<file path="src/rtl/inst_pkg.sv">
`default_nettype none

package inst_pkg;

  // major opcode sits in bits 6:0.
  localparam int OPC_W = 7;

  // low two bits of every uncompressed instruction.
  localparam logic [1:0] INST_LOW_BITS = 2'b11;

  // pc step between sequential words.
  localparam int INST_BYTES = 4;

  // predecode class width.
  localparam int CLS_W = 4;

  // major opcodes of the base integer set.
  typedef enum logic [OPC_W-1:0] {
    OPC_LOAD   = 7'b0000011,
    OPC_STORE  = 7'b0100011,
    OPC_BRANCH = 7'b1100011,
    OPC_JAL    = 7'b1101111,
    OPC_JALR   = 7'b1100111,
    OPC_OP_IMM = 7'b0010011,
    OPC_OP     = 7'b0110011,
    OPC_LUI    = 7'b0110111,
    OPC_AUIPC  = 7'b0010111,
    OPC_SYSTEM = 7'b1110011
  } opcode_e;

  // predecoder output class.
  // one per opcode, then illegal and fault.
  typedef enum logic [CLS_W-1:0] {
    CLS_LOAD,
    CLS_STORE,
    CLS_BRANCH,
    CLS_JAL,
    CLS_JALR,
    CLS_OP_IMM,
    CLS_OP,
    CLS_LUI,
    CLS_AUIPC,
    CLS_SYSTEM,
    CLS_ILLEGAL,
    CLS_FAULT
  } op_class_e;

  // pc sequencer states.
  typedef enum logic {
    FS_IDLE,
    FS_FETCH
  } fetch_state_e;

  // sram read channel states.
  typedef enum logic [1:0] {
    RD_IDLE,
    RD_WAIT,
    RD_RESP
  } rd_state_e;

endpackage : inst_pkg

`default_nettype wire

</file>
<file path="src/rtl/mem_pkg.sv">
`default_nettype none

package mem_pkg;

  // byte address width of the fetch bus.
  localparam int ADDR_W = 32;

  // one instruction word per beat.
  localparam int DATA_W = 32;

  // sram size in words, 1 KiB total.
  localparam int MEM_DEPTH = 256;

  // word index into the array.
  localparam int IDX_W = 8;

  // cycles from address acceptance to read data valid.
  localparam int RD_LATENCY = 3;

  // width of the latency down-counter.
  localparam int LAT_W = $clog2(RD_LATENCY + 1);

  // read response code, same encoding as an AXI bus.
  // okay for a normal read.
  // slverr for an index outside the array.
  typedef enum logic [1:0] {
    RESP_OKAY   = 2'b00,
    RESP_SLVERR = 2'b10
  } resp_e;

endpackage : mem_pkg

`default_nettype wire

</file>
<file path="src/rtl/fetch_pc.sv">
`default_nettype none

module fetch_pc (
  input  logic                      clk,
  input  logic                      rst,

  input  logic                      start_i,
  input  logic [mem_pkg::ADDR_W-1:0] start_pc_i,
  input  logic                      stop_i,

  output logic [mem_pkg::ADDR_W-1:0] ar_addr_o,
  output logic                      ar_valid_o,
  input  logic                      ar_ready_i,

  output logic [mem_pkg::ADDR_W-1:0] req_pc_o
);

  import mem_pkg::*;
  import inst_pkg::*;

  fetch_state_e      state_q;
  logic [ADDR_W-1:0] pc_q;
  logic [ADDR_W-1:0] req_pc_q;
  logic              stop_pend_q;
  logic              accept;
  logic              stop_now;

  // address handshake on this edge.
  assign accept = ar_valid_o && ar_ready_i;

  // stop seen now or earlier, applied at acceptance.
  assign stop_now = stop_pend_q || stop_i;

  assign ar_valid_o = (state_q == FS_FETCH);
  assign ar_addr_o  = pc_q;
  assign req_pc_o   = req_pc_q;

  always_ff @(posedge clk or negedge rst) begin
    if (!rst) begin
      state_q     <= FS_IDLE;
      pc_q        <= '0;
      stop_pend_q <= 1'b0;
    end else begin
      case (state_q)
        FS_IDLE: begin
          // a stop while idle has nothing to end.
          stop_pend_q <= 1'b0;
          if (start_i) begin
            pc_q    <= start_pc_i;
            state_q <= FS_FETCH;
          end
        end
        FS_FETCH: begin
          if (accept) begin
            pc_q <= pc_q + ADDR_W'(INST_BYTES);
            if (stop_now) begin
              state_q     <= FS_IDLE;
              stop_pend_q <= 1'b0;
            end
          end else if (stop_i) begin
            // hold the request, drop it after acceptance.
            stop_pend_q <= 1'b1;
          end
        end
        default: begin
          state_q <= FS_IDLE;
        end
      endcase
    end
  end

  // pc of the read in flight, kept until the next acceptance.
  always_ff @(posedge clk) begin
    if (accept) begin
      req_pc_q <= pc_q;
    end
  end

  // address must not move while the sram is busy.
  a_addr_stable : assert property (
    @(posedge clk) disable iff (!rst)
    ar_valid_o && !ar_ready_i |=> ar_valid_o && $stable(ar_addr_o)
  );

endmodule : fetch_pc

`default_nettype wire

</file>
<file path="config.mk">
export PLATFORM = sky130hd
export DESIGN_NAME = fetch_pc
export DESIGN_NICKNAME = d
export VERILOG_FILES = /design/src/rtl/inst_pkg.sv /design/src/rtl/mem_pkg.sv /design/src/rtl/fetch_pc.sv
export SDC_FILE = /design/constraint.sdc
export NUM_CORES = 1
export LEC_CHECK = 0
export ABC_AREA = 1
export BUFFER_PORTS_ARGS = -buffer_cell sky130_fd_sc_hd__buf_2
export CAP_MARGIN = 20
export CORE_UTILIZATION = 52
export DETAILED_ROUTE_END_ITERATION = 12
export GPL_TIMING_DRIVEN = 0
export PLACE_DENSITY = 0.87
export SYNTH_ARGS = -nofsm -noshare
export SYNTH_HDL_FRONTEND = slang
export SYNTH_SLANG_ARGS = --single-unit
</file>
<file path="constraint.sdc">
create_clock -name clk -period 2.12 [get_ports clk]
set_input_delay 0.212 -clock clk [delete_from_list [all_inputs] [get_ports clk]]
set_output_delay 0.212 -clock clk [all_outputs]
set_load 0.05 [all_outputs]
</file>
---- Yosys cells after proc, flatten, opt, wreduce, memory -nomap -nowiden ----
Index checks and enable logic that the tools add are counted.
cells by class
  $add $sub $neg .......................... 1
  eq/ne operators ......................... 4
  mux-type cells .......................... 11
  bitwise gates (word level) .............. 1
  reductions and logical operators ........ 4
operators with widths
  kind                     number
  $mux W32                 2
  $pmux W32 S2             1
  $add A32 B3 Y32 const B  1
  $mux W1                  6
  $ne A3 B2 Y1 const B     2
  $pmux W1 S2              2
  $reduce_and A2 Y1        2
  $ne A2 B1 Y1 const B     1
  $ne A2 B2 Y1 const B     1
  $logic_and A1 B1 Y1      1
  $logic_or A1 B1 Y1       1
  $not A1 Y1               1
word-level totals
  flip-flop bits (word level) ............. 66
  bits of input ports ..................... 37
  output and inout bits ................... 65
  word-level logic and storage cells ...... 25

---- Longest topological paths before layout ----
  depth after elaboration ................. 4
  depth in mapped cells ................... 10

---- Least setup slack after synthesis ----
OpenSTA, ideal clock, no wires.
  kind .................................... reg2reg
  start point ............................. register state_q, in the netlist ar_valid_o
  end point ............................... register req_pc_q[0], in the netlist req_pc_o[0] (enable)
  library setup time ...................... 0.377 ns
  arrival time ............................ 1.570 ns
  required time ........................... 1.743 ns
  path slack .............................. 0.173 ns
  cell stages (with the launch flop) ...... 5
  buffers on the path ..................... 2
  clock period less this slack ............ 1.947 ns
  cell sequence ........................... dfrtp_1 buf_2 nand2_1 inv_2 buf_2
between the ends
  longest elaborated chain between the ends .. 1
ends and longest elaborated chain
  element                 RTL line        source
  start, declared         fetch_pc.sv:21  fetch_state_e state_q;
  start signal, assigned  fetch_pc.sv:40  state_q <= FS_IDLE;
  start signal, assigned  fetch_pc.sv:50  state_q <= FS_FETCH;
  start signal, assigned  fetch_pc.sv:57  state_q <= FS_IDLE;
  $logic_and A1 B1 Y1     fetch_pc.sv:29  assign accept = ar_valid_o && ar_ready_i;
  end signal, assigned    fetch_pc.sv:75  req_pc_q <= pc_q;
  end, declared           fetch_pc.sv:23  logic [ADDR_W-1:0] req_pc_q;
Every way passes these cells.
A chain may end at the register's enable or synchronous reset.

---- Worst setup path in the final report ----
  start point ............................. register pc_q[3], in the netlist ar_addr_o[3]
  end point ............................... register pc_q[26], in the netlist ar_addr_o[26]
between the ends
  longest elaborated chain between the ends .. 3
ends and longest elaborated chain
  element                 RTL line        source
  start, declared         fetch_pc.sv:22  logic [ADDR_W-1:0] pc_q;
  start signal, assigned  fetch_pc.sv:49  pc_q <= start_pc_i;
  start signal, assigned  fetch_pc.sv:55  pc_q <= pc_q + ADDR_W'(INST_BYTES);
  $add A32 B3 Y32         fetch_pc.sv:55
  $mux W32                fetch_pc.sv:54  if (accept) begin
  $pmux W32 S2            fetch_pc.sv:44  case (state_q)
Every way passes these cells. The select of a mux whose other input is x is not followed.

==> qor.txt <==
Setup crit start kind -> flop
WHS -> 0.0243 ns
TritonCTS Buffers -> 9
Util after Layout -> 66.6%
Post-synth EDFFs -> 32
R2R Setup Slk -> 0.36 ns
Hold Fails Final Rpt -> 0
post-layout min period -> 1.76 ns
layout cells sized above 1 -> 27.0%
Max Fclk -> 0.570 GHz
Critical Path Max Stage Delay -> 0.42 ns
DP HPWL -> 6320 um
Slew Limit Fails -> 0
placed insts -> 601
post-synth top area share -> 28.3%
CP Data Required Time -> 2.37 ns
crit-path cells -> ha_1 > nand2_1 > nor2_2 > nand2_2 > nor2_4 > nand2_1 > nand2_1 > nand3_1 > nand2_1 > nand2_1
Post-Route WL -> 8790 um
Initial Util -> 53.7%
Vert. Die Dim -> 82.8 um
Synth Net Count -> 461
Syn. warnings -> 0
die width -> 82.8 um
Yosys cell types -> 31
failing checks -> DRC
P_leak -> 2.00 nW
port bufs -> 101
Hold Path Class -> in -> reg
fin nets -> 574
CTS tree -> yes
DR WL/cell -> 14.2 um
io pins -> 102
cell taking the most area after synthesis -> edfxtp_1
CP most frequent cell -> nand2_1
largest net degree at the start of global routing -> 42
CP Buf/Inv Count -> 0
Longest Clk Path Bufs -> 2
gate count after technology mapping -> 423
count leader, synth -> nand2_1
ys async rst share -> 51.5%
slowest cell on the critical path -> dfrtp_1
sequential-to-total area share from yosys stat -> 53.4%
Residual DRC -> 2
Clock Pin Slew Worst Setup and Hold Paths -> 0.07 ns
die footprint -> 6850 sq um
cell depth of the worst flop-to-flop path -> 10
DR pass1 iterations -> 9
Area Growth Syn to Fin -> 23.9%
Synth top cells by count -> nand2_1 (141), nor2_1 (73), dfrtp_1 (34), nand3_1 (34)
gpl congestion -> 0.896
Crit path max-delay family -> simple AND/OR/NAND/NOR gates
Critical path origin -> ar_addr_o[3]$_DFFE_PN0P_
synth top area cells -> edfxtp_1 (28%), dfrtp_1 (25%), nand2_1 (16%)
Final Cycle Share -> 82.8%
initial antenna violation count -> 0
actual slew at the worst max-slew pin -> 0.818 ns
WHS Endpoint -> stop_pend_q$_DFFE_PN0P_
1st-iter DRT viols -> 284
Detail Route Antenna Nets -> 0
Layout Skew -> 0.00769 ns
Worst EP arrival -> 2.00 ns
Post-Syn Area -> 3390 sq um
Rows -> 29
power per cell area -> 1380 nW/um^2
vias in the first global route -> 3069
critical hold path startpoint -> ar_ready_i
Crit Path Class -> reg -> reg
RSZ-0062 raised after global routing -> false
Clk Latency, worst-skew pair -> 0.35 ns
Worst Hold Depth -> 2
routed vias -> 3266
Tot Pwr -> 5.80 mW
reg2reg start -> ar_addr_o[3]$_DFFE_PN0P_
first-pass GRT wire length -> 14000 um
Setup TNS -> 0 ns
status -> finished, violations left
synthesis-stage register bit count -> 66
Final setup viols -> 0
Num Clock Sinks -> 66
Peak VDD IR -> 0.726 mV
via/cell ratio -> 5.28
CP max FO -> 6
H-tree Lvls -> 3
top_reg_cell synth -> dfrtp_1
FF-to-FF End -> ar_addr_o[26]$_DFFE_PN0P_
max_slew headroom -> 45.5%
CTS Root Cell -> clkbuf_8
CP endpoint kind -> flop
max-cap viol count -> 0
grt ovf -> 0
core area -> 6310 sq um
synthesized area per cell -> 8.02 sq um
non-filler instance count after layout -> 618
antenna cells -> 0
Tot GR Track Use -> 28.1%
-- worst reg2reg max path: cells and delay by family (launching register included) --
kind | cells | cell delay [ns]
fa+ha+maj | 1 | 0.23
simple gates | 9 | 1.00
flops | 1 | 0.42
-- registers in the layout (all words and copies together), names as in the netlist --
name and flops:
ar_addr_o 32, ar_valid_o 1, req_pc_o 32, stop_pend_q 1
-- timing repair --
item,4_1_cts,5_1_grt
endpoints found under the hold margin,34,0
hold buffers,1,0
buffers inserted,0,0
gates resized for setup,0,1
setup endpoints to repair,0,7
-- layer usage --
layer	global-route usage [%]	part of all wire [%]	vias up
met3	5.27	7.5	19
met2	45.3	48	152
met5	0	0	-
li1	-	-	1590
met4	14.1	2.4	0
met1	35.9	42	1505
-- cells by family after synthesis --
| kind of cell | share of synthesized area (%) |
|---|---|
| adder cells (fa/ha/maj) | 0.369 |
| AO/OA/AOI/OAI | 6.60 |
| XOR/XNOR | 0.517 |
| AND/OR/NAND/NOR | 33.2 |
| flip-flops | 53.4 |
| buffers and inverters | 5.86 |
-- worst max path at each step --
stage | to | cells after the start
2_1_floorplan | req_pc_o[0]$_DFFE_PN_ | 4
3_3_place_gp | ar_addr_o[5]$_DFFE_PN0P_ | 6
3_5_place_dp | ar_addr_o[6]$_DFFE_PN0P_ | 6
4_1_cts | ar_addr_o[6]$_DFFE_PN0P_ | 6
5_1_grt | ar_addr_o[10]$_DFFE_PN0P_ | 6
6_report | ar_addr_o[26]$_DFFE_PN0P_ | 10
-- through the flow --
stage / cell area [sq um] / setup WS [ns]
final: 4200 / 0.365
after global routing: 4200 / 0.214
after global placement: 3990 / 0.232
after detailed placement: 3990 / 0.143
after floorplan: 3390 / 0.173
after CTS: 4200 / 0.124
-- cell usage in the layout, fill, tap and decap left out, drive strengths merged, types with 3 or more instances in the layout --
master and count:
dfrtp 34, o21ai 14, nand3 35, nand2 144
inv 36, a211oi 3, clkbuf 14, o22ai 5
nor2 83, a21oi 11, edfxtp 32, buf 112
-- final cells by class --
type | instances | area [sq um]
Buffer | 13 | 66.3
Clock buffer | 12 | 145
Timing Repair Buffer | 102 | 515
Inverter | 36 | 135
Tap cell | 77 | 96.3
Clock inverter | 4 | 51.3
Sequential cell | 66 | 1810
Fill cell | 536 | 2110
Multi-Input combinational cell | 308 | 1380
-- power by group --
part / total, mW / switching, mW / internal, mW
combinational: 2.57 / 1.99 / 0.575
clock: 1.06 / 0.480 / 0.576
sequential: 2.17 / 0.409 / 1.76
No activity file was read; power rests on OpenSTA's default activity.
