**config.mk**
```make
export PLATFORM = sky130hd
export DESIGN_NAME = inst_predecode
export DESIGN_NICKNAME = d
export VERILOG_FILES = /design/src/rtl/inst_pkg.sv /design/src/rtl/mem_pkg.sv /design/src/rtl/inst_predecode.sv
export SDC_FILE = /design/constraint.sdc
export NUM_CORES = 1
export LEC_CHECK = 0
export BUFFER_PORTS_ARGS = -buffer_cell sky130_fd_sc_hd__buf_2
export CAP_MARGIN = 20
export CORE_ASPECT_RATIO = 1.2
export CORE_MARGIN = 1
export CORE_UTILIZATION = 38
export DETAILED_ROUTE_END_ITERATION = 10
export GPL_TIMING_DRIVEN = 0
export PLACE_DENSITY_LB_ADDON = 0.15
export SETUP_SLACK_MARGIN = 0.15
export SYNTH_ARGS = -nofsm -noshare
export SYNTH_HDL_FRONTEND = slang
export SYNTH_SLANG_ARGS = --single-unit
```
**constraint.sdc**
```tcl
create_clock -name clk -period 2.7 [get_ports clk]
set_clock_uncertainty 0.2 [all_clocks]
set_input_delay 0.54 -clock clk [delete_from_list [all_inputs] [get_ports clk]]
set_output_delay 0.54 -clock clk [all_outputs]
set_load 0.005 [all_outputs]
```
**src/rtl/inst_pkg.sv**
```systemverilog
`default_nettype none

package inst_pkg;

  // major opcode sits in bits 6:0.
  localparam int OPC_W = 7;

  // low two bits of every uncompressed instruction.
  localparam logic [1:0] INST_LOW_BITS = 2'b11;

  // pc step between sequential words.
  localparam int INST_BYTES = 4;

  // predecode class width.
  localparam int CLS_W = 4;

  // major opcodes of the base integer set.
  typedef enum logic [OPC_W-1:0] {
    OPC_LOAD   = 7'b0000011,
    OPC_STORE  = 7'b0100011,
    OPC_BRANCH = 7'b1100011,
    OPC_JAL    = 7'b1101111,
    OPC_JALR   = 7'b1100111,
    OPC_OP_IMM = 7'b0010011,
    OPC_OP     = 7'b0110011,
    OPC_LUI    = 7'b0110111,
    OPC_AUIPC  = 7'b0010111,
    OPC_SYSTEM = 7'b1110011
  } opcode_e;

  // predecoder output class.
  // one per opcode, then illegal and fault.
  typedef enum logic [CLS_W-1:0] {
    CLS_LOAD,
    CLS_STORE,
    CLS_BRANCH,
    CLS_JAL,
    CLS_JALR,
    CLS_OP_IMM,
    CLS_OP,
    CLS_LUI,
    CLS_AUIPC,
    CLS_SYSTEM,
    CLS_ILLEGAL,
    CLS_FAULT
  } op_class_e;

  // pc sequencer states.
  typedef enum logic {
    FS_IDLE,
    FS_FETCH
  } fetch_state_e;

  // sram read channel states.
  typedef enum logic [1:0] {
    RD_IDLE,
    RD_WAIT,
    RD_RESP
  } rd_state_e;

endpackage : inst_pkg

`default_nettype wire

```
**src/rtl/mem_pkg.sv**
```systemverilog
`default_nettype none

package mem_pkg;

  // byte address width of the fetch bus.
  localparam int ADDR_W = 32;

  // one instruction word per beat.
  localparam int DATA_W = 32;

  // sram size in words, 1 KiB total.
  localparam int MEM_DEPTH = 256;

  // word index into the array.
  localparam int IDX_W = 8;

  // cycles from address acceptance to read data valid.
  localparam int RD_LATENCY = 3;

  // width of the latency down-counter.
  localparam int LAT_W = $clog2(RD_LATENCY + 1);

  // read response code, same encoding as an AXI bus.
  // okay for a normal read.
  // slverr for an index outside the array.
  typedef enum logic [1:0] {
    RESP_OKAY   = 2'b00,
    RESP_SLVERR = 2'b10
  } resp_e;

endpackage : mem_pkg

`default_nettype wire

```
**src/rtl/inst_predecode.sv**
```systemverilog
`default_nettype none

module inst_predecode (
  input  logic                       clk,
  input  logic                       rst,

  input  logic [mem_pkg::DATA_W-1:0] r_data_i,
  input  mem_pkg::resp_e             r_resp_i,
  input  logic                       r_valid_i,
  output logic                       r_ready_o,

  input  logic [mem_pkg::ADDR_W-1:0] req_pc_i,

  output logic                       out_valid_o,
  output logic [mem_pkg::ADDR_W-1:0] out_pc_o,
  output logic [mem_pkg::DATA_W-1:0] out_inst_o,
  output inst_pkg::op_class_e        out_class_o,
  input  logic                       out_ready_i
);

  import mem_pkg::*;
  import inst_pkg::*;

  logic              full_q;
  logic [ADDR_W-1:0] pc_q;
  logic [DATA_W-1:0] inst_q;
  op_class_e         cls_q;
  logic              take;

  // opcode to class, fault and bad encodings first.
  function automatic op_class_e classify(
    input logic [DATA_W-1:0] word,
    input resp_e             resp
  );
    op_class_e cls;
    if (resp == RESP_SLVERR) begin
      cls = CLS_FAULT;
    end else if (word[1:0] != INST_LOW_BITS) begin
      // compressed or garbage.
      cls = CLS_ILLEGAL;
    end else begin
      case (opcode_e'(word[OPC_W-1:0]))
        OPC_LOAD:   cls = CLS_LOAD;
        OPC_STORE:  cls = CLS_STORE;
        OPC_BRANCH: cls = CLS_BRANCH;
        OPC_JAL:    cls = CLS_JAL;
        OPC_JALR:   cls = CLS_JALR;
        OPC_OP_IMM: cls = CLS_OP_IMM;
        OPC_OP:     cls = CLS_OP;
        OPC_LUI:    cls = CLS_LUI;
        OPC_AUIPC:  cls = CLS_AUIPC;
        OPC_SYSTEM: cls = CLS_SYSTEM;
        default:    cls = CLS_ILLEGAL;
      endcase
    end
    return cls;
  endfunction

  // room when empty or drained on this edge.
  assign r_ready_o = !full_q || out_ready_i;
  assign take      = r_valid_i && r_ready_o;

  assign out_valid_o = full_q;
  assign out_pc_o    = pc_q;
  assign out_inst_o  = inst_q;
  assign out_class_o = cls_q;

  always_ff @(posedge clk or negedge rst) begin
    if (!rst) begin
      full_q <= 1'b0;
    end else if (take) begin
      full_q <= 1'b1;
    end else if (out_ready_i) begin
      full_q <= 1'b0;
    end
  end

  // entry contents, loaded only on a data transfer.
  always_ff @(posedge clk) begin
    if (take) begin
      pc_q   <= req_pc_i;
      inst_q <= r_data_i;
      cls_q  <= classify(r_data_i, r_resp_i);
    end
  end

  a_out_hold : assert property (
    @(posedge clk) disable iff (!rst)
    out_valid_o && !out_ready_i |=>
      out_valid_o && $stable(out_pc_o) && $stable(out_inst_o) &&
      $stable(out_class_o)
  );

endmodule : inst_predecode

`default_nettype wire

```
After elaboration in Yosys (flattened, before gate mapping)
Cells that the tools add are included.
- eq/ne operators: 12
- muxes and demuxes: 4
- reduce and logical (&&, ||, !) cells: 5
- operators by type and width (operator ; count):
    $pmux W4 S10 ; 1
    $eq A7 B7 Y1 const B ; 4
    $eq A7 B6 Y1 const B ; 3
    $eq A7 B5 Y1 const B ; 2
    $eq A7 B2 Y1 const B ; 1
    $mux W1 ; 3
    $eq A2 B2 Y1 const B ; 1
    $ne A2 B2 Y1 const B ; 1
    $reduce_bool A2 Y1 ; 1
    $reduce_or A2 Y1 ; 1
    $logic_and A1 B1 Y1 ; 1
    $logic_not A1 Y1 ; 1
    $logic_or A1 B1 Y1 ; 1
- flip-flop bits (word level): 69
- input port bits: 70
- output and inout port bits: 70
- word-level logic and storage cells: 26

Logic depth before layout (Yosys ltp)
Gate-level depths: netlist of run 1.
- depth in word-level cells: 4
- gate-level depth with buffers: 5
- mapped depth without buffers: 4

Worst setup path before layout of run 1
OpenSTA, ideal clock, no wires.
- kind: in2reg
- start point: input port out_ready_i
- end point: register cls_q[0] (netlist: out_class_o[0]) (enable)
- setup time: 0.434 ns
- arrival time: 2.303 ns
- required time: 2.066 ns
- slack: -0.236 ns
- stages on the path: 2
- path buffers: 0
- path through: nand2b_1 > and2_1
- cells in the longest elaborated chain, start to end: 2
- RTL lines (item ; RTL line ; text):
    start: declaration ; inst_predecode.sv:18 ; input logic out_ready_i
    $logic_or A1 B1 Y1 ; inst_predecode.sv:60 ; assign r_ready_o = !full_q || out_ready_i;
    $logic_and A1 B1 Y1 ; inst_predecode.sv:61 ; assign take = r_valid_i && r_ready_o;
    named net take ; inst_predecode.sv:28 ; logic take;
    end signal: assignment ; inst_predecode.sv:83 ; cls_q <= classify(r_data_i, r_resp_i);
    end: declaration ; inst_predecode.sv:27 ; op_class_e cls_q;
The timed path passes the listed nets, and every way through them passes these cells.
A chain may end at the register's enable or synchronous reset.

Final worst setup path of run 1
- start point: register full_q (netlist: out_valid_o)
- end point: register cls_q[1] (netlist: out_class_o[1]) (enable)
- cells in the longest elaborated chain, start to end: 3
- RTL lines (item ; RTL line ; text):
    start: declaration ; inst_predecode.sv:24 ; logic full_q;
    start signal: assignment ; inst_predecode.sv:70 ; full_q <= 1'b0;
    start signal: assignment ; inst_predecode.sv:72 ; full_q <= 1'b1;
    start signal: assignment ; inst_predecode.sv:74 ; full_q <= 1'b0;
    $logic_not A1 Y1 ; inst_predecode.sv:60 ;
    $logic_or A1 B1 Y1 ; inst_predecode.sv:60 ;
    $logic_and A1 B1 Y1 ; inst_predecode.sv:61 ;
    named net take ; inst_predecode.sv:28 ;
The timed path passes the listed nets, and every way through them passes these cells.

==> run_results.csv, run 1 <==
group,metric,value,unit
sta,fin_crit_sh,0.6798,
die,die_area,6365,sq um
final_layout,antenna_cells,0,
worst_setup_path,path_max_fanout,68,
final_layout,nNetsFinal,322,
drt,routed_via_density,4.270,
yosys,ys.warnings.count,0,
sta,setup_viol,0,
sta,rsz0062_at_grt,"no",
die,start_util,0.4002,
yosys,synth_cell_type_count,21,
drt,drt_iter0_drc,63,
run,drv_cap,0,
final_layout,multiInputGateArea,196.4,sq um
yosys,synth_top_area_frac,0.8884,
sta,fin_ws,864.6,ps
yosys,synth_seq_cells,69,
drt,ant_nets,0,
worst_hold_path,hp-class,"in -> reg",
placed_design,io_buffers,139,
final_layout,drive_gt1_frac,0.6304,
clock_tree,cts_hold_buf,1,
run_status,status,"completed",
yosys,ys_seq_area_frac,0.8993,
worst_setup_path,r2r-end,"out_class_o[1]$_SDFFCE_PP1P_",
drt,routed-via-count,1439,
clock_tree,clk_pin_slew,70,ps
die,die_w,73.00,um
die,rows,30,
die,ios,140,
global_routing,grt_pass1_vias,1373,
drt,wl,4321,um
clock_tree,htreeDepth,3,
worst_setup_path,cp.arrival,1600,ps
die,die_y,87.20,um
placed_design,dp_slack,591.6,ps
die,core-area,5743,sq um
sta,max_slew_margin,0.4096,
global_routing,antenna_found_initial,0,
drt,first_pass_iters,4,
sta,fin_crit,1835,ps
worst_setup_path,cpMaxStageDelayCell,"and2_4",
clock_tree,clock_latency,330,ps
worst_hold_path,holdPathStages,1,
global_routing,grt_overflow,0,
yosys,synth_nets,171,
clock_tree,cts_resized,0,
yosys,netlist_area,2298,sq um
sta,final-hold-violation-count,0,
clock_tree,cts.sinks,69,
global_routing,grt_start_max_net_pins,69,
final_layout,seqCellArea,2067,sq um
worst_setup_path,crit_chain,"nand2b_1 > and2_4",
yosys,synth_area_per_cell,22.76,sq um
clock_tree,cts-buffers-inserted,9,
clock_tree,post-cts-setup-buffers,0,
sta,finalSetupTns,0,ps
yosys,netlist.top_cell.by_area,"edfxtp_1",
drt,routedWlPerCell,12.82,um
drt,drc_errors,0,
worst_setup_path,slowest_delay,700,ps
worst_setup_path,rrSetupSlack,860,ps
final_layout,fillers,492,
final_layout,post-route-util,0.5824,
global_routing,track_usage,0.1454,
clock_tree,cts-root-buf,"clkbuf_8",
final_layout,areaGrowthSynthToFinish,45.51,%
pwr,leakage,1.431,nW
worst_setup_path,endpoint_kind,"register",
sta,fmax,544.8,MHz
sta,report.final.slew_viol_count,0,
worst_setup_path,reg2regPathDepth,2,
pwr,ir_drop,0.4369,mV
pwr,powerDensity,721.4,nW/um^2
yosys,synthTopCellsByArea,"edfxtp_1 89%, buf_6 1.5%, dfrtp_1 1.1%, mux2i_1 0.87%, nand2_1 0.82%",
worst_hold_path,hold_path_startpoint,"req_pc_i[16]",
worst_setup_path,timing.rr.start,"out_valid_o$_DFFE_PN0P_",
yosys,netlist_instances,101,
clock_tree,clockBufferDepth,2,
worst_setup_path,crit_path_start_kind,"register",
sta,tightest_slew,885.5,ps
placed_design,place.detailed.hpwl,3043,um
worst_setup_path,worstPathRequired,2460,ps
worst_hold_path,hold_end,"out_pc_o[16]$_DFFE_PP_",
clock_tree,cts_tree,"yes",
worst_setup_path,criticalPathCategory,"reg -> reg",
placed_design,gp_congestion,0.6891,
global_routing,grt_pass1_wl,6437,um
==> flip-flops by register name, indices dropped and copies added, names as in the netlist <==
| signal | flops |
|---|---|
| out_pc_o | 32 |
| out_inst_o | 32 |
| out_valid_o | 1 |
| out_class_o | 4 |
==> per-layer routing <==
layer,up-vias,track usage,wire [um]
li1,697,-,-
met1,662,0.1470,1581
met2,72,0.2391,2291
met3,8,0.06250,356
met4,0,0.1016,92
met5,-,0,0
==> kinds of logic (layout without fill, tap and decap cells) <==
logic type	count (synthesis)	after routing	share of synthesized area
buf+inv	4	160	0.01633
simple gates	16	16	0.04300
mux	2	2	0.008710
xor+xnor	2	2	0.007623
flops	69	69	0.8993
compound gates	8	8	0.02504
==> worst max-delay path: cells and delay by family (launching register included) <==
kind | cells | cell delay (ps)
AND/OR/NAND/NOR | 2 | 810
flip-flops | 1 | 380
==> power by group <==
group | internal [W] | switching (W)
Clock | 0.000610 | 0.000376
Sequential | 0.00125 | 0.0000109
Combinational | 0.0000861 | 0.0000823
Total | 0.00194 | 0.000470
==> how the worst max path moves through the flow <==
stage	to	depth (start not counted)	slack, ps	from
5_1_grt	out_pc_o[6]$_DFFE_PP_	2	780	out_valid_o$_DFFE_PN0P_
3_3_place_gp	out_inst_o[23]$_DFFE_PP_	3	150	out_ready_i
2_1_floorplan	out_class_o[0]$_SDFFCE_PP1P_	2	510	out_ready_i
4_1_cts	out_pc_o[19]$_DFFE_PP_	2	850	out_valid_o$_DFFE_PN0P_
3_5_place_dp	out_inst_o[22]$_DFFE_PP_	3	590	out_ready_i
6_report	out_class_o[1]$_SDFFCE_PP1P_	2	860	out_valid_o$_DFFE_PN0P_
==> cells in the mapped netlist <==
cell type	number
nor3b_2	1
dfrtp_1	1
or3_1	2
buf_6	3
a31oi_1	1
nor2b_4	1
xor2_1	2
a211oi_1	2
nand2_1	5
o41ai_1	1
nor2_1	1
and2_1	1
nor3b_1	1
edfxtp_1	68
o21bai_1	1
mux2i_1	2
o21ai_0	2
inv_2	1
a41o_1	1
nand2b_1	3
nand3_1	1
==> per-stage QoR <==
stage	hold WS, ps	std cells	instance area (sq um)	power (W)
2_1_floorplan	44.41	101	2300	0.001339
3_3_place_gp	116.3	320	3095	0.001449
3_5_place_dp	116.5	320	3097	0.001453
4_1_cts	151.9	337	3344	0.002443
5_1_grt	148.2	337	3344	0.002507
6_report	175.7	337	3344	0.002413
==> area by class of cell <==
class                   count  share of cell area
flip-flops and latches     69              0.6180
repair buffers            140              0.2110
multi-input cells          28             0.05874
clock buffers               9             0.03704
clock inverters             7             0.03404
well taps                  80             0.02993
plain buffers               3             0.01010
inverters                   1            0.001122
==> cells in the final DEF, fill, tap and decap left out, drive strengths merged, types with 3 or more instances in the layout <==
| master | n |
|---|---|
| buf | 142 |
| bufinv | 3 |
| clkbuf | 9 |
| clkinv | 4 |
| edfxtp | 68 |
| nand2 | 5 |
| nand2b | 3 |
No activity file was read; power rests on OpenSTA's default activity.
==> run 2: changes to the inputs <==
--- a/config.mk
+++ b/config.mk
@@ -5,11 +5,12 @@
 export SDC_FILE = /design/constraint.sdc
 export NUM_CORES = 1
 export LEC_CHECK = 0
+export ABC_AREA = 1
 export BUFFER_PORTS_ARGS = -buffer_cell sky130_fd_sc_hd__buf_2
 export CAP_MARGIN = 20
 export CORE_ASPECT_RATIO = 1.2
 export CORE_MARGIN = 1
-export CORE_UTILIZATION = 38
+export CORE_UTILIZATION = 42
 export DETAILED_ROUTE_END_ITERATION = 10
 export GPL_TIMING_DRIVEN = 0
 export PLACE_DENSITY_LB_ADDON = 0.15
==> constraint.sdc (replaced) <==
create_clock -name clk -period 1.9 [get_ports clk]
set_clock_uncertainty 0.2 [all_clocks]
set_input_delay 0.38 -clock clk [delete_from_list [all_inputs] [get_ports clk]]
set_output_delay 0.38 -clock clk [all_outputs]
set_load 0.005 [all_outputs]
==> run 2 against run 1 <==
Effect of this change: fmax grew 15%; core utilization is 7.1 points higher; routed wire length is 16% higher; synthesized cell count grew 27%; register-to-register slack worse by 570 ps; die area shrank 7.5%; synthesized area grew 2.1%; sequential share of layout area fell by 2.5 points; via count is 14% higher; clock power rose by 26%.
==> run_results.csv, run 2 <==
group,metric,value,unit
sta,final-hold-violation-count,0,
drt,routedWlPerCell,13.95,um
worst_setup_path,criticalPathCategory,"reg -> reg",
yosys,ys_seq_area_frac,0.8811,
sta,tightest_slew,451.2,ps
die,start_util,0.4398,
yosys,synthMostInstantiatedCell,"edfxtp_1",
pwr,powerDensity,943.8,nW/um^2
clock_tree,htreeDepth,3,
yosys,synth_area_per_cell,18.33,sq um
sta,fmax,624.8,MHz
drt,routed_via_density,4.567,
clock_tree,clockBufferDepth,2,
final_layout,antenna_cells,0,
worst_setup_path,path_max_fanout,30,
drt,routed-via-count,1635,
worst_setup_path,endpoint_kind,"register",
clock_tree,post-cts-setup-buffers,0,
yosys,ys.warnings.count,0,
die,die_area,5890,sq um
run,drv_cap,0,
yosys,synth_top_area_frac,0.8704,
final_layout,final_cell_mix,"139 x buf_2, 68 x edfxtp_1, 15 x nand2_1, 12 x nor2_1, 11 x dlygate4sd3_1",
clock_tree,cts-root-buf,"clkbuf_8",
final_layout,drive_gt1_frac,0.5845,
pwr,leakage,1.540,nW
pwr,ir_drop,0.5060,mV
yosys,yosys.area_share.simple,0.09547,
final_layout,areaGrowthSynthToFinish,48.64,%
final_layout,final_common_cell,"buf_2",
die,core-area,5334,sq um
worst_setup_path,cp.arrival,1420,ps
drt,first_pass_iters,4,
yosys,muxShareOfSynthArea,0,
yosys,synthTopCellsByArea,"edfxtp_1 87%, nand2_1 2.4%, nor2_1 1.9%, nand3_2 1.3%, inv_1 1.1%",
global_routing,grt_pass1_vias,1528,
clock_tree,cts.sinks,69,
placed_design,place.detailed.hpwl,3654,um
global_routing,grt_pass1_wl,7410,um
worst_hold_path,hp-class,"in -> reg",
yosys,synth_top_family_by_area,"simple AND/OR/NAND/NOR gates",
yosys,synth_fa_ha_area_frac,0,
yosys,synth-compound-area-share,0.004267,
drt,ant_nets,0,
yosys,synth_top_cells_by_count,"68 x edfxtp_1, 15 x nand2_1, 12 x nor2_1",
global_routing,grt_start_max_net_pins,31,
worst_setup_path,worstPathRequired,1720,ps
die,rows,29,
clock_tree,clk_pin_slew,70,ps
yosys,netlist_instances,128,
drt,wl,4995,um
sta,report.final.slew_viol_count,0,
final_layout,post-route-util,0.6538,
sta,fin_crit_sh,0.8423,
yosys,synth_cell_type_count,15,
die,die_w,70.23,um
yosys,synth_edf_count,68,
clock_tree,clock_latency,320,ps
yosys,synth_flop_cell,"edfxtp_1",
drt,drt_iter0_drc,83,
drt,drc_errors,0,
placed_design,io_buffers,139,
clock_tree,cts-buffers-inserted,9,
yosys,netlist_area,2346,sq um
placed_design,dp_slack,180.8,ps
placed_design,gp_congestion,0.7834,
clock_tree,cts_resized,0,
sta,setup_viol,0,
yosys,synth_seq_cells,69,
sta,fin_ws,299.6,ps
final_layout,nNetsFinal,361,
run_status,status,"completed",
sta,max_slew_margin,0.6985,
yosys,ys_async_sr_fraction,0.01449,
global_routing,track_usage,0.1717,
yosys,synth_nets,198,
sta,whs,23.04,ps
sta,rsz0062_at_grt,"no",
worst_setup_path,crit_path_start_kind,"register",
sta,finalSetupTns,0,ps
global_routing,antenna_found_initial,0,
yosys,synthXorXnorAreaFrac,0,
global_routing,grt_overflow,0,
sta,fin_crit,1600,ps
yosys,netlist.top_cell.by_area,"edfxtp_1",
clock_tree,cts_tree,"yes",
die,ios,140,
die,die_y,83.87,um
==> run 2: cell types whose count changed in the layout (fill, tap and decap cells not counted), sizes merged, moves of 2 or more <==
cell         before  now
or3               2    0
inv               1   12
nor3b             2    0
nor2              1   17
nor3              0    2
xor2              2    0
nand2b            3    0
mux2i             2    0
nand3             1    6
nand2             5   19
clkbuf            9   11
dlygate4sd3       1   11
a211oi            2    0
==> run 2: final timing paths <==
| path | from | end | slack [ps] | cells after the start |
|---|---|---|---|---|
| min in group asynchronous | rst | out_valid_o$_DFFE_PN0P_ | 170 | 2 |
| hold / removal | r_data_i[28] | out_inst_o[28]$_DFFE_PP_ | 20 | 1 |
| hold reg to reg | out_valid_o$_DFFE_PN0P_ | out_valid_o$_DFFE_PN0P_ | 390 | 2 |
| setup reg to reg | out_valid_o$_DFFE_PN0P_ | out_inst_o[20]$_DFFE_PP_ | 300 | 2 |
| max in group asynchronous | rst | out_valid_o$_DFFE_PN0P_ | 1250 | 2 |
| setup / recovery | out_valid_o$_DFFE_PN0P_ | out_inst_o[20]$_DFFE_PP_ | 300 | 2 |
==> run 2: logic make-up (layout without fill, tap and decap cells) <==
group,Yosys count,in the layout
AOI/OAI and AO/OA,2,2
buffers and inverters,12,180
DFF,69,69
and+or+nand+nor,45,45
==> run 2: area by class of cell <==
class | count | area, sq um
multi-input combinational | 47 | 245.2
clock inverter | 5 | 75.07
sequential | 69 | 2067
clock buffer | 11 | 131.4
timing repair buffer | 152 | 845.8
inverter | 12 | 45.04
fill | 424 | 1847
tap | 62 | 77.57
==> run 2: timing repair <==
item                                    in CTS  in global routing
hold endpoints to repair                     1                 10
endpoints found under the setup margin       0                  0
hold buffers                                 1                 10
==> run 2: power by group <==
group          switching, W  internal, W  leakage (nW)  total [W]
sequential        0.0000181      0.00177         0.655    0.00179
combinational      0.000129     0.000135         0.778   0.000264
clock              0.000505     0.000734         0.107    0.00124
total              0.000652      0.00264          1.54    0.00329
==> run 2: layer usage <==
layer,vias up,GRT usage,wire (um)
met5,-,0,0
met4,0,0.1036,89
met3,8,0.04469,265
met2,76,0.3074,2830
met1,765,0.1754,1810
li1,786,-,-
==> run 2: worst max-delay path, stage by stage, from the launching register on <==
cell and delay (ps):
dfrtp_1 420, a21oi_4 410, buf_12 260
==> run 2: per-stage QoR <==
stage                     power [W]  area (sq um)  instances
final                      0.003291          3487        358
after global routing       0.003422          3487        358
after CTS                  0.003314          3387        348
after detailed placement   0.002072          3171        331
after global placement     0.002053          3131        329
after floorplan            0.001896          2357        128
==> run 3: changes to the inputs <==
--- a/config.mk
+++ b/config.mk
@@ -5,7 +5,7 @@
 export SDC_FILE = /design/constraint.sdc
 export NUM_CORES = 1
 export LEC_CHECK = 0
-export ABC_AREA = 1
+export ABC_AREA = 0
 export BUFFER_PORTS_ARGS = -buffer_cell sky130_fd_sc_hd__buf_2
 export CAP_MARGIN = 20
 export CORE_ASPECT_RATIO = 1.2
==> constraint.sdc (replaced) <==
create_clock -name clk -period 1.65 [get_ports clk]
set_clock_uncertainty 0.2 [all_clocks]
set_input_delay 0.33 -clock clk [delete_from_list [all_inputs] [get_ports clk]]
set_output_delay 0.33 -clock clk [all_outputs]
set_load 0.005 [all_outputs]
==> run 3 against run 2 <==
Effect of this change: die area fell by 2.0%; sequential share of layout area decreased by 6.4 points; register-to-register slack lost 160 ps; routed wire length up 16%; setup slack worse by 160 ps; clock power rose by 14%; cell count increased by 6.1%; via count grew 6.4%; count of clock-buffer cells in the layout is 4 higher; sequential power grew 15%; combinational power is 54% higher.
==> run_results.csv, run 3 (synthesis gave the netlist of run 1 again) <==
group,metric,value,unit
sta,fin_crit,1511,ps
drt,first_pass_iters,4,
pwr,p_comb_frac,0.105,
sta,fmax,662.0,MHz
sta,rsz0062_at_grt,"yes",
die,ios,140,
global_routing,grt_start_max_net_pins,35,
worst_setup_path,path_max_fanout,34,
worst_setup_path,worstSetupEndpoint,"out_inst_o[3]$_DFFE_PP_",
final_layout,stdcell_area,3908,sq um
global_routing,track_usage,0.2080,
pwr,ir_drop,0.7415,mV
final_layout,final_common_cell,"buf_2",
drt,routed-via-count,1740,
sta,max_slew_margin,0.6955,
placed_design,placed_cell_area,3074,sq um
drt,wl,5797,um
sta,setup_viol,0,
global_routing,grt_pass1_vias,1787,
clock_tree,cts-buffers-inserted,9,
die,die_y,83.04,um
clock_tree,htreeDepth,3,
worst_setup_path,reg2regPathDepth,2,
pwr,clkPwrFrac,0.363,
worst_setup_path,rrSetupSlack,140,ps
drt,ant_nets,0,
placed_design,gp_congestion,0.7176,
clock_tree,cts-root-buf,"clkbuf_8",
die,die_area,5773,sq um
worst_setup_path,criticalPathCategory,"reg -> reg",
run,drv_cap,0,
pwr,p_seq_frac,0.532,
sta,final-hold-violation-count,0,
sta,report.final.slew_viol_count,0,
worst_setup_path,timing.rr.start,"out_valid_o$_DFFE_PN0P_",
sta,fin_crit_sh,0.9156,
pwr,design_power_total,0.003875,W
drt,drt_iter0_drc,123,
worst_setup_path,cp-startpoint,"out_valid_o$_DFFE_PN0P_",
die,start_util,0.4369,
drt,drc_errors,0,
clock_tree,clock_latency,330,ps
drt,routed_via_density,4.579,
clock_tree,cts.sinks,69,
sta,whs,22.68,ps
clock_tree,clk_pin_slew,70,ps
placed_design,io_buffers,139,
pwr,powerDensity,991.6,nW/um^2
run_status,status,"completed",
pwr,p_sw_frac,0.1990,
pwr,internal_power,0.003103,W
pwr,leakage,1.674,nW
die,core-area,5261,sq um
final_layout,post-route-util,0.7427,
final_layout,antenna_cells,0,
worst_setup_path,cp.arrival,1290,ps
global_routing,grt_overflow,0,
final_layout,final_cell_mix,"139 x buf_2, 68 x edfxtp_1, 61 x dlygate4sd3_1, 12 x clkbuf_8, 5 x nand2_1",
global_routing,antenna_found_initial,0,
sta,tightest_slew,456.7,ps
worst_setup_path,worstPathRequired,1430,ps
worst_setup_path,r2r-end,"out_inst_o[3]$_DFFE_PP_",
worst_setup_path,endpoint_kind,"register",
final_layout,nNetsFinal,383,
die,die_w,69.53,um
final_layout,areaGrowthSynthToFinish,70.01,%
die,rows,29,
final_layout,drive_gt1_frac,0.5063,
pwr,p_sw,0.0007711,W
global_routing,grt_pass1_wl,8790,um
clock_tree,clockBufferDepth,2,
drt,routedWlPerCell,15.26,um
worst_setup_path,crit_path_start_kind,"register",
clock_tree,cts_tree,"yes",
placed_design,place.detailed.hpwl,3244,um
worst_hold_path,hp-class,"in -> reg",
## run 3: critical path, stage by stage, from the launching register on
cell,delay [ps]
dfrtp_1,410
nand2b_4,100
and2_4,450
## run 3: how the worst min path moves through the flow
| stage | startpoint | cells after the start | slack (ps) | end |
|---|---|---|---|---|
| 6_report | r_data_i[0] | 1 | 20 | out_inst_o[0]$_DFFE_PP_ |
| 5_1_grt | r_data_i[0] | 1 | 2 | out_inst_o[0]$_DFFE_PP_ |
| 4_1_cts | r_data_i[0] | 1 | 2 | out_inst_o[0]$_DFFE_PP_ |
| 3_5_place_dp | rst | 1 | -90 | out_valid_o$_DFFE_PN0P_ |
| 3_3_place_gp | rst | 1 | -90 | out_valid_o$_DFFE_PN0P_ |
| 2_1_floorplan | rst | 0 | -170 | out_valid_o$_DFFE_PN0P_ |
## run 3: what timing repair did
item,CTS,global route
hold buffers,61,0
pin swaps,1,1
gates cloned,1,0
endpoints found under the hold margin,61,0
gates resized for setup,1,1
setup buffers,0,0
endpoints found under the setup margin,68,69
## run 3: metrics by stage
stage          cells  worst slack [ps]  TNS [ps]
6_report         380             139.3         0
4_1_cts          380             34.08         0
5_1_grt          380             72.80         0
3_3_place_gp     302            -219.4    -14710
2_1_floorplan    101            -9.563    -650.3
3_5_place_dp     302            -237.0    -15910
## run 3: cell type report
cell class	instances	area [sq um]
fillers	334	1354
repair buffers	200	1306
flip-flops and latches	69	2067
multi-input cells	29	212.7
inverters	1	3.754
well taps	62	77.57
clock inverters	1	30.03
plain buffers	3	33.78
clock buffers	15	176.4
## run 3: power by group through the flow
stage / combinational, W / sequential, W / clock [W]
2_1_floorplan: 0.0000749 / 0.00212 / 0
3_3_place_gp: 0.000276 / 0.00210 / 0
3_5_place_dp: 0.000283 / 0.00210 / 0
4_1_cts: 0.000404 / 0.00206 / 0.00144
5_1_grt: 0.000438 / 0.00207 / 0.00151
6_report: 0.000407 / 0.00206 / 0.00141
## run 3: metal layers
layer | vias up | GRT usage | wire length [um]
li1 | 820 | - | -
met4 | 0 | 0.1113 | 127
met1 | 823 | 0.2160 | 2074
met3 | 12 | 0.06189 | 397
met5 | - | 0 | 0
met2 | 85 | 0.3716 | 3196
